## config.mk

```make
export PLATFORM = sky130hd
export DESIGN_NAME = icb_1to4_bus
export DESIGN_NICKNAME = d
export VERILOG_FILES = /design/src/icb_bus_pkg.sv /design/src/icb_pipe_stage.sv /design/src/icb_addr_decode.sv /design/src/icb_splt.sv /design/src/icb_1to4_bus.sv
export VERILOG_INCLUDE_DIRS = /design/src /design/src/include
export SDC_FILE = /design/constraint.sdc
export NUM_CORES = 1
export LEC_CHECK = 0
export ABC_CLOCK_PERIOD_IN_PS = 3100
export BUFFER_PORTS_ARGS = -buffer_cell sky130_fd_sc_hd__clkbuf_2
export CORE_AREA = 2 2 341 343
export CTS_BUF_LIST = sky130_fd_sc_hd__clkbuf_8
export DETAILED_ROUTE_END_ITERATION = 7
export DIE_AREA = 0 0 343 345
export SLEW_MARGIN = 0
export SYNTH_ARGS = -nofsm -noshare
export SYNTH_HDL_FRONTEND = slang
export SYNTH_HIERARCHICAL = 1
export SYNTH_SLANG_ARGS = --single-unit
export TNS_END_PERCENT = 5
```

## constraint.sdc

```tcl
create_clock -name clk -period 3.1 [get_ports clk]
set_clock_uncertainty 0.15 [all_clocks]
set_input_delay 0.31 -clock clk [delete_from_list [all_inputs] [get_ports clk]]
set_output_delay 0.31 -clock clk [all_outputs]
set_load 0.02 [all_outputs]
```

## src/include/icb_bus_macros.svh

```systemverilog
// ICB 1-to-4 bus parameters
// Bus widths, slave port count, pending response depth and address map
`ifndef ICB_BUS_MACROS_SVH
`define ICB_BUS_MACROS_SVH

`define ICB_AW          32
`define ICB_DW          64
`define ICB_MW          8
`define ICB_SLV_NUM     4
`define ICB_OUTS_DEPTH  2

// Region bases for ports 0 to 2, port 3 takes the rest
`define ICB_O0_BASE     32'h1000_0000
`define ICB_O1_BASE     32'h2000_0000
`define ICB_O2_BASE     32'h3000_0000
`define ICB_REGION_LSB  12

`endif

```

## src/icb_bus_pkg.sv

```systemverilog
// ICB bus types
// Command and response payloads carried through the splitter,
// plus the one-hot slave port select
`include "icb_bus_macros.svh"

package icb_bus_pkg;

  typedef struct packed {
    logic               read;
    logic [`ICB_AW-1:0] addr;
    logic [`ICB_DW-1:0] wdata;
    logic [`ICB_MW-1:0] wmask;
  } icb_cmd_t;

  typedef struct packed {
    logic [`ICB_DW-1:0] rdata;
    logic               err;
  } icb_rsp_t;

  // One bit per slave port
  typedef logic [`ICB_SLV_NUM-1:0] slv_sel_t;

endpackage

```

## src/icb_pipe_stage.sv

```systemverilog
// ICB pipe stage
// One-entry valid/ready register stage. Accepts a new item in the same
// cycle the held one leaves, so a full stream passes without bubbles.
`timescale 1ns/1ps

module icb_pipe_stage
  import icb_bus_pkg::*;
#(
  parameter type PAYLOAD_T = icb_cmd_t
) (
  input  logic     clk,
  input  logic     i_rst_n,
  input  logic     i_valid,
  output logic     o_ready,
  input  PAYLOAD_T i_data,
  output logic     o_valid,
  input  logic     i_ready,
  output PAYLOAD_T o_data,
  output logic     o_full
);

  logic     valid_q;
  PAYLOAD_T data_q;
  logic     in_xfer;

  // Free when empty or when the held entry leaves this cycle
  assign o_ready = ~valid_q | i_ready;
  assign in_xfer = i_valid & o_ready;

  always_ff @(posedge clk or negedge i_rst_n) begin
    if (!i_rst_n) begin
      valid_q <= 1'b0;
    end else if (in_xfer) begin
      valid_q <= 1'b1;
    end else if (i_ready) begin
      valid_q <= 1'b0;
    end
  end

  always_ff @(posedge clk) begin
    if (in_xfer) begin
      data_q <= i_data;
    end
  end

  assign o_valid = valid_q;
  assign o_data  = data_q;
  assign o_full  = valid_q;

endmodule

```

## src/icb_addr_decode.sv

```systemverilog
// ICB address decoder
// Matches the address against three base regions in priority order,
// port 0 highest. Disabled or unmatched addresses go to port 3.
`timescale 1ns/1ps
`include "icb_bus_macros.svh"

module icb_addr_decode
  import icb_bus_pkg::*;
(
  input  logic [`ICB_AW-1:0]      i_addr,
  input  logic [`ICB_SLV_NUM-2:0] i_slv_enable,
  output slv_sel_t                o_sel
);

  localparam logic [`ICB_AW-1:0] BASE0 = `ICB_O0_BASE;
  localparam logic [`ICB_AW-1:0] BASE1 = `ICB_O1_BASE;
  localparam logic [`ICB_AW-1:0] BASE2 = `ICB_O2_BASE;

  logic hit0;
  logic hit1;
  logic hit2;

  assign hit0 = (i_addr[`ICB_AW-1:`ICB_REGION_LSB] == BASE0[`ICB_AW-1:`ICB_REGION_LSB])
              & i_slv_enable[0];
  assign hit1 = (i_addr[`ICB_AW-1:`ICB_REGION_LSB] == BASE1[`ICB_AW-1:`ICB_REGION_LSB])
              & i_slv_enable[1] & ~hit0;
  assign hit2 = (i_addr[`ICB_AW-1:`ICB_REGION_LSB] == BASE2[`ICB_AW-1:`ICB_REGION_LSB])
              & i_slv_enable[2] & ~hit0 & ~hit1;

  // Default port
  assign o_sel = {~(hit0 | hit1 | hit2), hit2, hit1, hit0};

endmodule

```

## src/icb_splt.sv

```systemverilog
// ICB command splitter
// Routes each command to its selected slave port and records the port
// in a small queue. Responses are taken only from the port at the head
// of the queue, so they come back in command order.
`timescale 1ns/1ps
`include "icb_bus_macros.svh"

module icb_splt
  import icb_bus_pkg::*;
(
  input  logic               clk,
  input  logic               i_rst_n,
  input  logic               i_cmd_valid,
  output logic               o_cmd_ready,
  input  icb_cmd_t           i_cmd,
  input  slv_sel_t           i_sel,
  output logic               o_rsp_valid,
  input  logic               i_rsp_ready,
  output icb_rsp_t           o_rsp,
  output logic               o_slv_cmd_valid [`ICB_SLV_NUM],
  input  logic               i_slv_cmd_ready [`ICB_SLV_NUM],
  output logic               o_slv_cmd_read  [`ICB_SLV_NUM],
  output logic [`ICB_AW-1:0] o_slv_cmd_addr  [`ICB_SLV_NUM],
  output logic [`ICB_DW-1:0] o_slv_cmd_wdata [`ICB_SLV_NUM],
  output logic [`ICB_MW-1:0] o_slv_cmd_wmask [`ICB_SLV_NUM],
  output logic               o_slv_rsp_ready [`ICB_SLV_NUM],
  input  logic               i_slv_rsp_valid [`ICB_SLV_NUM],
  input  logic [`ICB_DW-1:0] i_slv_rsp_rdata [`ICB_SLV_NUM],
  input  logic               i_slv_rsp_err   [`ICB_SLV_NUM],
  output logic               o_busy
);

  localparam int DEPTH = `ICB_OUTS_DEPTH;
  localparam int PTR_W = (DEPTH > 1) ? $clog2(DEPTH) : 1;
  localparam int CNT_W = $clog2(DEPTH + 1);

  slv_sel_t         q_sel [DEPTH];
  logic [PTR_W-1:0] wr_ptr;
  logic [PTR_W-1:0] rd_ptr;
  logic [CNT_W-1:0] q_cnt;
  logic             q_full;
  logic             q_empty;
  slv_sel_t         head_sel;
  logic             sel_ready;
  logic             head_valid;
  logic             cmd_push;
  logic             rsp_pop;

  function automatic logic [PTR_W-1:0] next_ptr(input logic [PTR_W-1:0] ptr);
    if (ptr == PTR_W'(DEPTH - 1)) begin
      return '0;
    end
    return ptr + 1'b1;
  endfunction

  assign q_full   = (q_cnt == CNT_W'(DEPTH));
  assign q_empty  = (q_cnt == '0);
  assign head_sel = q_sel[rd_ptr];

  // Ready of the selected port and response mux from the head port
  always_comb begin
    sel_ready  = 1'b0;
    head_valid = 1'b0;
    o_rsp      = '0;
    for (int k = 0; k < `ICB_SLV_NUM; k++) begin
      sel_ready  = sel_ready | (i_sel[k] & i_slv_cmd_ready[k]);
      head_valid = head_valid | (head_sel[k] & i_slv_rsp_valid[k]);
      if (head_sel[k]) begin
        o_rsp.rdata = i_slv_rsp_rdata[k];
        o_rsp.err   = i_slv_rsp_err[k];
      end
    end
  end

  // Payload goes to every port, valid only to the selected one
  always_comb begin
    for (int k = 0; k < `ICB_SLV_NUM; k++) begin
      o_slv_cmd_valid[k] = i_cmd_valid & i_sel[k] & ~q_full;
      o_slv_cmd_read[k]  = i_cmd.read;
      o_slv_cmd_addr[k]  = i_cmd.addr;
      o_slv_cmd_wdata[k] = i_cmd.wdata;
      o_slv_cmd_wmask[k] = i_cmd.wmask;
      o_slv_rsp_ready[k] = i_rsp_ready & head_sel[k] & ~q_empty;
    end
  end

  assign o_cmd_ready = sel_ready & ~q_full;
  assign o_rsp_valid = head_valid & ~q_empty;
  assign cmd_push    = i_cmd_valid & o_cmd_ready;
  assign rsp_pop     = o_rsp_valid & i_rsp_ready;
  assign o_busy      = ~q_empty;

  always_ff @(posedge clk or negedge i_rst_n) begin
    if (!i_rst_n) begin
      wr_ptr <= '0;
      rd_ptr <= '0;
      q_cnt  <= '0;
    end else begin
      if (cmd_push) begin
        wr_ptr <= next_ptr(wr_ptr);
      end
      if (rsp_pop) begin
        rd_ptr <= next_ptr(rd_ptr);
      end
      if (cmd_push & ~rsp_pop) begin
        q_cnt <= q_cnt + 1'b1;
      end else if (rsp_pop & ~cmd_push) begin
        q_cnt <= q_cnt - 1'b1;
      end
    end
  end

  // Port of each pending response
  always_ff @(posedge clk) begin
    if (cmd_push) begin
      q_sel[wr_ptr] <= i_sel;
    end
  end

endmodule

```

## src/icb_1to4_bus.sv

```systemverilog
// ICB 1-to-4 bus
// Master commands pass a one-entry buffer, are decoded by address and
// split to four slave ports. Responses return in order through a
// one-entry response buffer.
`timescale 1ns/1ps
`include "icb_bus_macros.svh"

module icb_1to4_bus
  import icb_bus_pkg::*;
(
  input  logic                    clk,
  input  logic                    i_rst_n,
  input  logic                    i_icb_cmd_valid,
  output logic                    o_icb_cmd_ready,
  input  logic                    i_icb_cmd_read,
  input  logic [`ICB_AW-1:0]      i_icb_cmd_addr,
  input  logic [`ICB_DW-1:0]      i_icb_cmd_wdata,
  input  logic [`ICB_MW-1:0]      i_icb_cmd_wmask,
  output logic                    o_icb_rsp_valid,
  input  logic                    i_icb_rsp_ready,
  output logic [`ICB_DW-1:0]      o_icb_rsp_rdata,
  output logic                    o_icb_rsp_err,
  input  logic [`ICB_SLV_NUM-2:0] i_slv_enable,
  output logic                    o_slv_cmd_valid [`ICB_SLV_NUM],
  input  logic                    i_slv_cmd_ready [`ICB_SLV_NUM],
  output logic                    o_slv_cmd_read  [`ICB_SLV_NUM],
  output logic [`ICB_AW-1:0]      o_slv_cmd_addr  [`ICB_SLV_NUM],
  output logic [`ICB_DW-1:0]      o_slv_cmd_wdata [`ICB_SLV_NUM],
  output logic [`ICB_MW-1:0]      o_slv_cmd_wmask [`ICB_SLV_NUM],
  output logic                    o_slv_rsp_ready [`ICB_SLV_NUM],
  input  logic                    i_slv_rsp_valid [`ICB_SLV_NUM],
  input  logic [`ICB_DW-1:0]      i_slv_rsp_rdata [`ICB_SLV_NUM],
  input  logic                    i_slv_rsp_err   [`ICB_SLV_NUM],
  output logic                    o_active
);

  icb_cmd_t in_cmd;
  icb_cmd_t buf_cmd;
  logic     buf_cmd_valid;
  logic     buf_cmd_ready;
  logic     cmd_full;
  slv_sel_t buf_sel;
  icb_rsp_t splt_rsp;
  icb_rsp_t out_rsp;
  logic     splt_rsp_valid;
  logic     splt_rsp_ready;
  logic     rsp_full;
  logic     splt_busy;

  assign in_cmd = '{read:  i_icb_cmd_read,
                    addr:  i_icb_cmd_addr,
                    wdata: i_icb_cmd_wdata,
                    wmask: i_icb_cmd_wmask};

  icb_pipe_stage #(.PAYLOAD_T(icb_cmd_t)) cmd_stage_i (
    .clk     (clk),
    .i_rst_n (i_rst_n),
    .i_valid (i_icb_cmd_valid),
    .o_ready (o_icb_cmd_ready),
    .i_data  (in_cmd),
    .o_valid (buf_cmd_valid),
    .i_ready (buf_cmd_ready),
    .o_data  (buf_cmd),
    .o_full  (cmd_full)
  );

  icb_addr_decode addr_decode_i (
    .i_addr       (buf_cmd.addr),
    .i_slv_enable (i_slv_enable),
    .o_sel        (buf_sel)
  );

  icb_splt splt_i (
    .clk             (clk),
    .i_rst_n         (i_rst_n),
    .i_cmd_valid     (buf_cmd_valid),
    .o_cmd_ready     (buf_cmd_ready),
    .i_cmd           (buf_cmd),
    .i_sel           (buf_sel),
    .o_rsp_valid     (splt_rsp_valid),
    .i_rsp_ready     (splt_rsp_ready),
    .o_rsp           (splt_rsp),
    .o_slv_cmd_valid (o_slv_cmd_valid),
    .i_slv_cmd_ready (i_slv_cmd_ready),
    .o_slv_cmd_read  (o_slv_cmd_read),
    .o_slv_cmd_addr  (o_slv_cmd_addr),
    .o_slv_cmd_wdata (o_slv_cmd_wdata),
    .o_slv_cmd_wmask (o_slv_cmd_wmask),
    .o_slv_rsp_ready (o_slv_rsp_ready),
    .i_slv_rsp_valid (i_slv_rsp_valid),
    .i_slv_rsp_rdata (i_slv_rsp_rdata),
    .i_slv_rsp_err   (i_slv_rsp_err),
    .o_busy          (splt_busy)
  );

  icb_pipe_stage #(.PAYLOAD_T(icb_rsp_t)) rsp_stage_i (
    .clk     (clk),
    .i_rst_n (i_rst_n),
    .i_valid (splt_rsp_valid),
    .o_ready (splt_rsp_ready),
    .i_data  (splt_rsp),
    .o_valid (o_icb_rsp_valid),
    .i_ready (i_icb_rsp_ready),
    .o_data  (out_rsp),
    .o_full  (rsp_full)
  );

  assign o_icb_rsp_rdata = out_rsp.rdata;
  assign o_icb_rsp_err   = out_rsp.err;

  // Something is held in a buffer or still awaits its response
  assign o_active = cmd_full | rsp_full | splt_busy;

endmodule

```

---- Yosys cells after proc, flatten, opt, wreduce, memory -nomap -nowiden ----
Memory sizes are Yosys's and may differ from the RTL's.
Cells that the tools add are included.
cells by class
  add/subtract/negate cells ............... 4
  multiply operators ...................... 0
  div/mod/pow operators ................... 0
  $lt $le $gt $ge ......................... 0
  equal/unequal tests ..................... 4
  shifts and indexed selects .............. 0
  multiplexer cells ....................... 20
  bitwise logic cells ..................... 58
  reductions and logical operators ........ 4
operator list
  operator              number
  $mux 65               4
  $eq 20x18->1 const B  2
  $and 1x1->1           37
  $eq 20x17->1 const B  1
  $mux 1                14
  $or 1x1->1            12
  $not 1->1             9
  $reduce_bool 2->1     3
  $mux 2                2
  $add 1x1->1 const B   2
  $add 2x1->2 const B   1
  $eq 2x2->1 const B    1
  $logic_not 2->1       1
  $sub 2x1->2 const B   1
storage, ports and cells
  register bits ........................... 176
  bits in latches ......................... 0
  RAM bits ................................ 8
  memory bits (read-only) ................. 0
  input port bits ......................... 380
  word-level logic and storage cells ...... 102
  memories ................................ 1
memories
  memory        words  bits a word  read ports  clocked after Yosys merged registers in  wr ports  line            text
  splt_i.q_sel  2      4            1           0                                        1         icb_splt.sv:37  slv_sel_t q_sel [DEPTH];

---- Depth between registers and ports, before layout ----
Gate-level depths: netlist (run 1).
  word-level depth ........................ 16
  depth in mapped cells ................... 11
  mapped depth without buffers ............ 10

---- Modules after synthesis ----
The synthesis (run 1) kept the hierarchy.
by module, submodules not included
  module                        times used  cells each  area an instance (µm²)
  icb_splt                      1           1223        7768.7
  icb_pipe_stage (cmd_stage_i)  1           110         3214.3
  icb_pipe_stage (rsp_stage_i)  1           70          2013.2
  icb_addr_decode               1           21          147.6
  icb_1to4_bus                  1           1           6.3

---- Worst setup path before layout (run 1) ----
No wires, ideal clock.
  kind .................................... flip-flop to flip-flop
  from .................................... reg cmd_stage_i.data_q (netlist bit cmd_stage_i/o_data[85])
  to ...................................... reg cmd_stage_i.data_q (netlist bit cmd_stage_i/o_data[0]) (enable)
  library setup time ...................... 0.391 ns
  arrival time ............................ 2.575 ns
  setup slack ............................. -0.016 ns
  cell stages (with the launch flop) ...... 10
  buffers on the path ..................... 1
  path through ............................ edfxtp_1 > nor4_2 > nand3_1 > nor4_2 > buf_4 > a22o_1 > a221oi_2 > a21oi_1 > nand2b_4 > and2_4
on the way
  longest elaborated chain between the ends .. 13
  elaborated cells on any way between the ends .. 24
ends and longest elaborated chain
  element                        line                                          text
  start, declared                icb_pipe_stage.sv:23                          PAYLOAD_T data_q;
  start signal, assigned         icb_pipe_stage.sv:42                          data_q <= i_data;
  $eq 20x17->1 *                 icb_addr_decode.sv:23                         assign hit0 = (i_addr[`ICB_AW-1:`ICB_REGION_LSB] == BASE0[`ICB_AW-1:`ICB_REGION_LSB])
  $and 1x1->1 *                  icb_addr_decode.sv:23
  named net addr_decode_i.hit0   icb_addr_decode.sv:19                         logic hit0;
  $not 1->1                      icb_addr_decode.sv:26, icb_addr_decode.sv:28
  $and 1x1->1                    icb_addr_decode.sv:25                         assign hit1 = (i_addr[`ICB_AW-1:`ICB_REGION_LSB] == BASE1[`ICB_AW-1:`ICB_REGION_LSB])
  $not 1->1                      icb_addr_decode.sv:28                         & i_slv_enable[2] & ~hit0 & ~hit1;
  $and 1x1->1                    icb_addr_decode.sv:27                         assign hit2 = (i_addr[`ICB_AW-1:`ICB_REGION_LSB] == BASE2[`ICB_AW-1:`ICB_REGION_LSB])
  $or 1x1->1                     icb_addr_decode.sv:31                         assign o_sel = {~(hit0 | hit1 | hit2), hit2, hit1, hit0};
  $not 1->1                      icb_addr_decode.sv:31
  $and 1x1->1                    icb_splt.sv:66                                sel_ready = sel_ready | (i_sel[k] & i_slv_cmd_ready[k]);
  $or 1x1->1 *                   icb_splt.sv:66
  $and 1x1->1 *                  icb_splt.sv:87                                assign o_cmd_ready = sel_ready & ~q_full;
  named net buf_cmd_ready        icb_1to4_bus.sv:40                            logic buf_cmd_ready;
  $or 1x1->1 *                   icb_pipe_stage.sv:27                          assign o_ready = ~valid_q | i_ready;
  named net o_icb_cmd_ready      icb_1to4_bus.sv:14                            output logic o_icb_cmd_ready,
  $and 1x1->1 *                  icb_pipe_stage.sv:28                          assign in_xfer = i_valid & o_ready;
  named net cmd_stage_i.in_xfer  icb_pipe_stage.sv:24                          logic in_xfer;
The timed path passes the listed nets; every way through them passes the cells marked *.
A chain may end at the register's enable or synchronous reset.

---- Final worst setup path (run 1) ----
  from .................................... reg cmd_stage_i.data_q (netlist bit cmd_stage_i/o_data[84])
  to ...................................... out o_icb_cmd_ready
on the way
  longest elaborated chain between the ends .. 12
  elaborated cells on any way between the ends .. 23
ends and longest elaborated chain
  element                  line                                          text
  $eq 20x17->1             icb_addr_decode.sv:23
  $and 1x1->1              icb_addr_decode.sv:23
  $not 1->1                icb_addr_decode.sv:26, icb_addr_decode.sv:28
  $and 1x1->1              icb_addr_decode.sv:25
  $not 1->1                icb_addr_decode.sv:28
  $and 1x1->1              icb_addr_decode.sv:27
  $or 1x1->1 *             icb_addr_decode.sv:31
  $not 1->1 *              icb_addr_decode.sv:31
  named net buf_sel[3]     icb_1to4_bus.sv:42                            slv_sel_t buf_sel;
  $and 1x1->1 *            icb_splt.sv:66
  $or 1x1->1 *             icb_splt.sv:66
  $and 1x1->1 *            icb_splt.sv:87
  named net buf_cmd_ready  icb_1to4_bus.sv:40
  $or 1x1->1 *             icb_pipe_stage.sv:27
  end, declared            icb_1to4_bus.sv:14
Marked as above.

==> results of run 1 <==
==> routing by layer <==
layer | track usage | routed length (um) | vias up | part of all wire
li1 | - | - | 5969 | -
met1 | 0.140 | 29900 | 6254 | 0.38
met2 | 0.201 | 36600 | 839 | 0.47
met3 | 0.0477 | 7800 | 114 | 0.10
met4 | 0.0550 | 3310 | 24 | 0.043
met5 | 0 | 150 | - | 0.0019
==> kinds of logic (layout without fill, tap and decap cells) <==
family | count (synthesis) | after routing | share of synthesized area
buffers and inverters | 596 | 1289 | 0.304
other | 0 | 10 | 0
AO/OA/AOI/OAI | 530 | 530 | 0.231
AND/OR/NAND/NOR | 104 | 104 | 0.0382
XOR/XNOR | 5 | 5 | 0.00333
multiplexers | 5 | 5 | 0.00476
flip-flops | 184 | 184 | 0.418
adder cells (fa/ha/maj) | 1 | 1 | 0.000951
==> flip-flops by register name, indices dropped and copies added, names as in the netlist <==
register            cells
cmd_stage_i/o_data    105
rsp_stage_i/o_data     65
splt_i/q_sel            8
splt_i/q_cnt            2
cmd_stage_i/o_full      1
rsp_stage_i/o_full      1
splt_i/rd_ptr           1
splt_i/wr_ptr           1
==> cells in the final DEF, fill, tap and decap left out, types with 2 or more instances in the layout <==
master and count:
mux2_4 2, a211oi_1 129, nand2b_4 2, clkinv_8 3
diode_2 10, o21ai_1 64, a21oi_1 324, inv_1 68
nor4_4 2, nor2_1 3, nand2b_1 2, dfrtp_1 5
edfxtp_1 178, inv_8 7, buf_4 44, clkbuf_2 873
nor4_2 2, nand2_1 70, clkbuf_16 4, clkbuf_8 17
and2_4 3, buf_12 12, a21oi_2 3, and3_1 4
mux2_2 2, and2_1 5, dlygate4sd3_1 254, xor2_1 4
==> stage by stage <==
step                instances  setup TNS (ns)  worst slack (ns)  hold slack (ns)  cell area [um2]
floorplan                1425               0            0.0623           -0.136            13200
global placement         3342          -0.262           -0.0133           0.0395            16200
CTS                      3632          -0.289            -0.228           0.0527            19200
finish                   3652          -0.344           -0.0499            0.187            19500
detailed placement       3342               0            0.0925           0.0377            16200
global route             3644          -10.14            -0.230            0.145            19400
==> what timing repair did <==
| action | 4_1_cts | 5_1_grt |
|---|---|---|
| pin swaps | 3 | 3 |
| cloned | 0 | 4 |
| hold buffers | 254 | 0 |
| hold endpoints to repair | 190 | 0 |
| buffers inserted | 4 | 6 |
| resized for setup | 4 | 19 |
| setup endpoints to repair | 2 | 107 |
==> power breakdown <==
part | switching [W] | total [W] | internal, W
clock network | 0.00130 | 0.00200 | 0.000699
logic | 0.00479 | 0.00734 | 0.00256
registers | 0.000646 | 0.00426 | 0.00361
total | 0.00673 | 0.0136 | 0.00687
==> worst paths after layout <==
path	endpoint	slack, ns	start	cells past startpoint
hold reg to reg	splt_i/wr_ptr$_DFFE_PN0P_	0.36	splt_i/wr_ptr$_DFFE_PN0P_	1
setup reg to reg	cmd_stage_i/o_data[23]$_DFFE_PP_	-0.02	cmd_stage_i/o_data[84]$_DFFE_PP_	11
hold / removal	splt_i/wr_ptr$_DFFE_PN0P_	0.19	i_slv_cmd_ready[2]	5
setup / recovery	o_icb_cmd_ready	-0.05	cmd_stage_i/o_data[84]$_DFFE_PP_	7
min in group asynchronous	splt_i/rd_ptr$_DFFE_PN0P_	0.63	i_rst_n	3
max in group asynchronous	splt_i/q_cnt[1]$_DFFE_PN0P_	1.85	i_rst_n	3
==> worst register-to-register path, cell delays in order (launching register included) <==
cell	delay [ns]
edfxtp_1	0.53
nor4_4	0.36
nand2_1	0.10
a2111o_1	0.40
a221oi_2	0.31
a21oi_2	0.07
nand2b_4	0.16
buf_4	0.13
buf_4	0.12
and2_4	0.16
buf_12	0.16
clkbuf_16	0.22
==> cell type report <==
cell class | instances | area, um2 | area share
Antenna cell | 10 | 25.0 | 0.00129
Clock buffer | 17 | 234 | 0.0120
Clock inverter | 15 | 194 | 0.00996
Inverter | 68 | 255 | 0.0131
Multi-Input combinational cell | 645 | 3730 | 0.192
Sequential cell | 184 | 5500 | 0.282
Tap cell | 1524 | 1910 | 0.0979
Timing Repair Buffer | 1189 | 7620 | 0.392
==> results_dict.tcl, run 1 <==
set metrics [dict create \
    status "complete, but fails checks" \
    violations "setup timing" \
    hpwl_um 59000 \
    path_max_fanout 5 \
    grt_setup_unrepaired "true" \
    syn_avg_cell_area_um2 9.23 \
    vias 13200 \
    wire_per_inst_um 21.3 \
    yosys_warnings 6 \
    synth_edf_count 178 \
    clock_latency_ns 0.65 \
    yosys-top-cells-count "buf_4 (426), a21oi_1 (326), edfxtp_1 (178)" \
    grt_pass1_wl_um 98100 \
    grt_pass1_vias 12100 \
    synth_flop_cell "edfxtp_1" \
    place_congestion 0.930 \
    path_clk_slew_ns 0.12 \
    finalCritPeriodShare 1.02 \
    slew_headroom 0.282 \
    grt_max_degree 129 \
    syn_area_um2 13200 \
    synth.distinct_cells 44 \
    hold_path.class "primary input to register" \
    initial_core_util 0.114 \
    synth_seq_area_share 0.418 \
    final_antenna_net_count 0 \
    numCtsBuffers 17 \
    timing.fmax_mhz 317 \
    dieArea_um2 118000 \
    clock_path_buffers 2 \
    finalWirelength_um 77700 \
    synth_most_common_cell "buf_4" \
    min_period_ns 3.15 \
    netlist.area_leader.share 0.406 \
    p_total_w 0.0136 \
    tightest_slew_ns 1.08 \
    htreeDepth 4 \
    syn_nets 1806 \
    cp.arrival_ns 2.69 \
    crit_buf_inv 1 \
    cts.sink_count 184 \
    endpoint_kind "primary output" \
    die_h_um 345 \
    ys_async_sr_fraction 0.0326 \
    nets 2486 \
    cp_slowest_cell "edfxtp_1" \
    final_util 0.169 \
    postLayoutSetupSlackWorst_ns -0.0499 \
    synth.area.top_cells "edfxtp_1 (41%), buf_4 (24%), a21oi_1 (12%)" \
    p_per_area_nw_per_um2 698 \
    yosysTopAreaCell "edfxtp_1" \
    syn2layout_area_growth_pct 48.0 \
    p_leak_nw 8.53 \
    drt_first_pass_iters 5 \
    crit_required_ns 2.64 \
    portBuffers 875 \
    fp.coreArea_um2 115000 \
    drc_errors 0 \
    routed_via_density 3.61 \
    max_cap_viol_count 0 \
    worstSetupPathType "register to primary output" \
    pin_count 876 \
    die_w_um 343 \
    drtIter0Drc 1000 \
    cp_top_family "compound AO/OA/AOI/OAI gates" \
    ctsRootBufferMaster "clkbuf_8" \
    ir_drop_mv 0.487 \
    drv_slew 0 \
    track_usage 0.123 \
    finalHoldViolations 0 \
    slowest_delay_ns 0.53 \
    fillers 13000 \
    synthCells 1425 \
    final_layout_size_suffix_gt1_frac 0.469 \
    ys_seq_elements 184 \
    start_kind "register" \
    cts_tree "yes" \
    antenna_found_initial 28 \
    rows 125 \
    path_cells "nor4_4, nand2_1, a2111o_1, a221oi_2, a21oi_2, nand2b_4, buf_12" \
    finalSetupViolCount 21 \
    grt_overflow_total 0 \
]
Note: power is estimated with default switching activity, not from simulation.
==> run 2, diff against run 1 <==
ABC_AREA = 1   (was unset)
CORE_AREA = 2 2 340 342   (was 2 2 341 343)
DIE_AREA = 0 0 342 344   (was 0 0 343 345)
==> run 2 against run 1 <==
The flow now finishes without violations. Combinational power decreased by 4.6%. Clock power decreased by 6%. Global-route usage decreased by 2.1 points. Register-to-register slack improved by 0.25 ns. Routed wire length decreased by 18%.
==> results_dict.tcl, run 2 <==
set metrics [dict create \
    status "complete, no violations" \
    clock_latency_ns 0.64 \
    p_per_area_nw_per_um2 729 \
    die_h_um 344 \
    ir_drop_mv 0.427 \
    netlist.area_leader.share 0.457 \
    slew_headroom 0.528 \
    max_cap_viol_count 0 \
    grt_pass1_wl_um 80700 \
    synth_edf_count 178 \
    path_max_fanout 4 \
    ys_seq_elements 184 \
    final_cell_mix "clkbuf_2 (874), nand2_1 (297), dlygate4sd3_1 (247)" \
    yosys-top-cells-count "buf_4 (439), nand2_1 (298), edfxtp_1 (178)" \
    syn_avg_cell_area_um2 8.99 \
    synth_flop_cell "edfxtp_1" \
    final_antenna_net_count 0 \
    antenna_found_initial 28 \
    portBuffers 875 \
    hpwl_um 52700 \
    grt_overflow_total 0 \
    finalHoldViolations 0 \
    ys_async_sr_fraction 0.0326 \
    final_util 0.157 \
    grt_setup_unrepaired "true" \
    tightest_slew_ns 0.707 \
    cts_tree "yes" \
    finalCritPeriodShare 0.927 \
    drv_slew 0 \
    finalSetupViolCount 0 \
    drtIter0Drc 755 \
    clock_path_buffers 2 \
    syn_area_um2 11700 \
    grt_pass1_vias 10400 \
    synth.distinct_cells 22 \
    hold_path.class "primary input to register" \
    final_layout_size_suffix_gt1_frac 0.480 \
    postPlaceCellArea_um2 14700 \
    wire_per_inst_um 17.9 \
    die_w_um 342 \
    path_clk_slew_ns 0.13 \
    ctsRootBufferMaster "clkbuf_8" \
    routed_via_density 3.20 \
    synthCells 1301 \
    min_period_ns 2.87 \
    fp.coreArea_um2 114000 \
    place_congestion 0.931 \
    synth_most_common_cell "buf_4" \
    endpoint_kind "primary output" \
    nets 2397 \
    final_common_cell "clkbuf_2" \
    vias 11400 \
    drt_first_pass_iters 5 \
    syn_nets 1682 \
    cts.sink_count 184 \
    initial_core_util 0.103 \
    p_total_w 0.0130 \
    synth_seq_area_share 0.470 \
    syn2layout_area_growth_pct 52.9 \
    start_kind "register" \
    timing.fmax_mhz 348 \
    finalWirelength_um 63700 \
    largest_register_ffs 105 \
    htreeDepth 4 \
    cp.arrival_ns 2.41 \
    rows 124 \
    crit_required_ns 2.64 \
    yosys_warnings 6 \
    p_leak_nw 8.50 \
    final_area_um2 17900 \
    yosysTopAreaCell "edfxtp_1" \
    dieArea_um2 118000 \
    drc_errors 0 \
    setup_tns_ns 0 \
    numCtsBuffers 17 \
    grt_max_degree 58 \
    pin_count 876 \
    synth.area.top_cells "edfxtp_1 (46%), buf_4 (28%), nand2_1 (9.6%)" \
    track_usage 0.102 \
    worstSetupPathType "register to primary output" \
]
==> run 2: cell types whose count changed after synthesis, sizes merged, moves of 62 or more <==
cell / previous run / this run
o21ai: 65 / 3
a21oi: 327 / 4
nand3: 2 / 138
a211oi: 130 / 0
nor2: 3 / 160
nand2: 71 / 302
==> run 2: power breakdown <==
part           internal [W]  switching, W
registers           0.00361      0.000545
logic               0.00234       0.00465
clock network      0.000647       0.00124
==> run 2: stage by stage <==
step | hold WS (ns) | cells | setup slack (ns)
global placement | 0.00187 | 3239 | 0.427
floorplan | -0.136 | 1301 | -0.554
CTS | 0.0137 | 3534 | 0.0166
global route | 0.135 | 3546 | -0.0623
finish | 0.112 | 3549 | 0.227
detailed placement | 0.0000447 | 3239 | 0.419
==> run 2: layer usage <==
layer	GRT usage	up-vias	routed length (um)
li1	-	5189	-
met1	0.123	5337	26200
met2	0.157	720	28200
met3	0.0429	91	6890
met4	0.0474	18	2210
met5	0	-	126
==> run 2: path summary, 6_finish.rpt <==
path | start | to | slack (ns) | cells past startpoint
worst max-delay path | cmd_stage_i/o_data[94]$_DFFE_PP_ | o_icb_cmd_ready | 0.23 | 13
worst min-delay path | i_slv_cmd_ready[0] | cmd_stage_i/o_full$_DFFE_PN0P_ | 0.11 | 8
worst max register to register | splt_i/rd_ptr$_DFFE_PN0P_ | rsp_stage_i/o_data[48]$_DFFE_PP_ | 0.23 | 9
worst min register to register | splt_i/q_cnt[0]$_DFFE_PN0P_ | splt_i/q_cnt[0]$_DFFE_PN0P_ | 0.42 | 1
max in group asynchronous | i_rst_n | splt_i/rd_ptr$_DFFE_PN0P_ | 2.05 | 3
min in group asynchronous | i_rst_n | splt_i/wr_ptr$_DFFE_PN0P_ | 0.52 | 3
==> run 2: logic make-up after synthesis <==
kind of cell / synth area share
simple gates: 0.210
buf+inv: 0.314
flops: 0.470
compound gates: 0.00332
xor+xnor: 0.00225
fa+ha+maj: 0.00107
==> run 2: layout make-up <==
type	count	area, um2
Timing Repair Buffer	1171	7320
Fill cell	12900	96000
Sequential cell	184	5500
Antenna cell	8	20.0
Clock inverter	15	211
Clock buffer	17	234
Inverter	30	118
Tap cell	1512	1890
Multi-Input combinational cell	612	2590
==> run 2: critical path, stage by stage (launching register included) <==
cell      delay (ns)
edfxtp_1        0.47
nor2_1          0.12
nand2_1         0.09
nor2_4          0.14
nand2_2         0.08
nor2_4          0.15
nor2_2          0.08
nand2_1         0.06
nand2_1         0.04
nor2_1          0.13
nor2_2          0.06
inv_2           0.10
nand2_2         0.09
buf_6           0.16
==> run 2: what timing repair did <==
action | CTS | global route
pin swaps | 1 | 4
setup endpoints to repair | 2 | 4
hold endpoints to repair | 186 | 0
hold buffers | 248 | 0
cloned | 0 | 0
buffers inserted | 15 | 7
resized for setup | 6 | 6
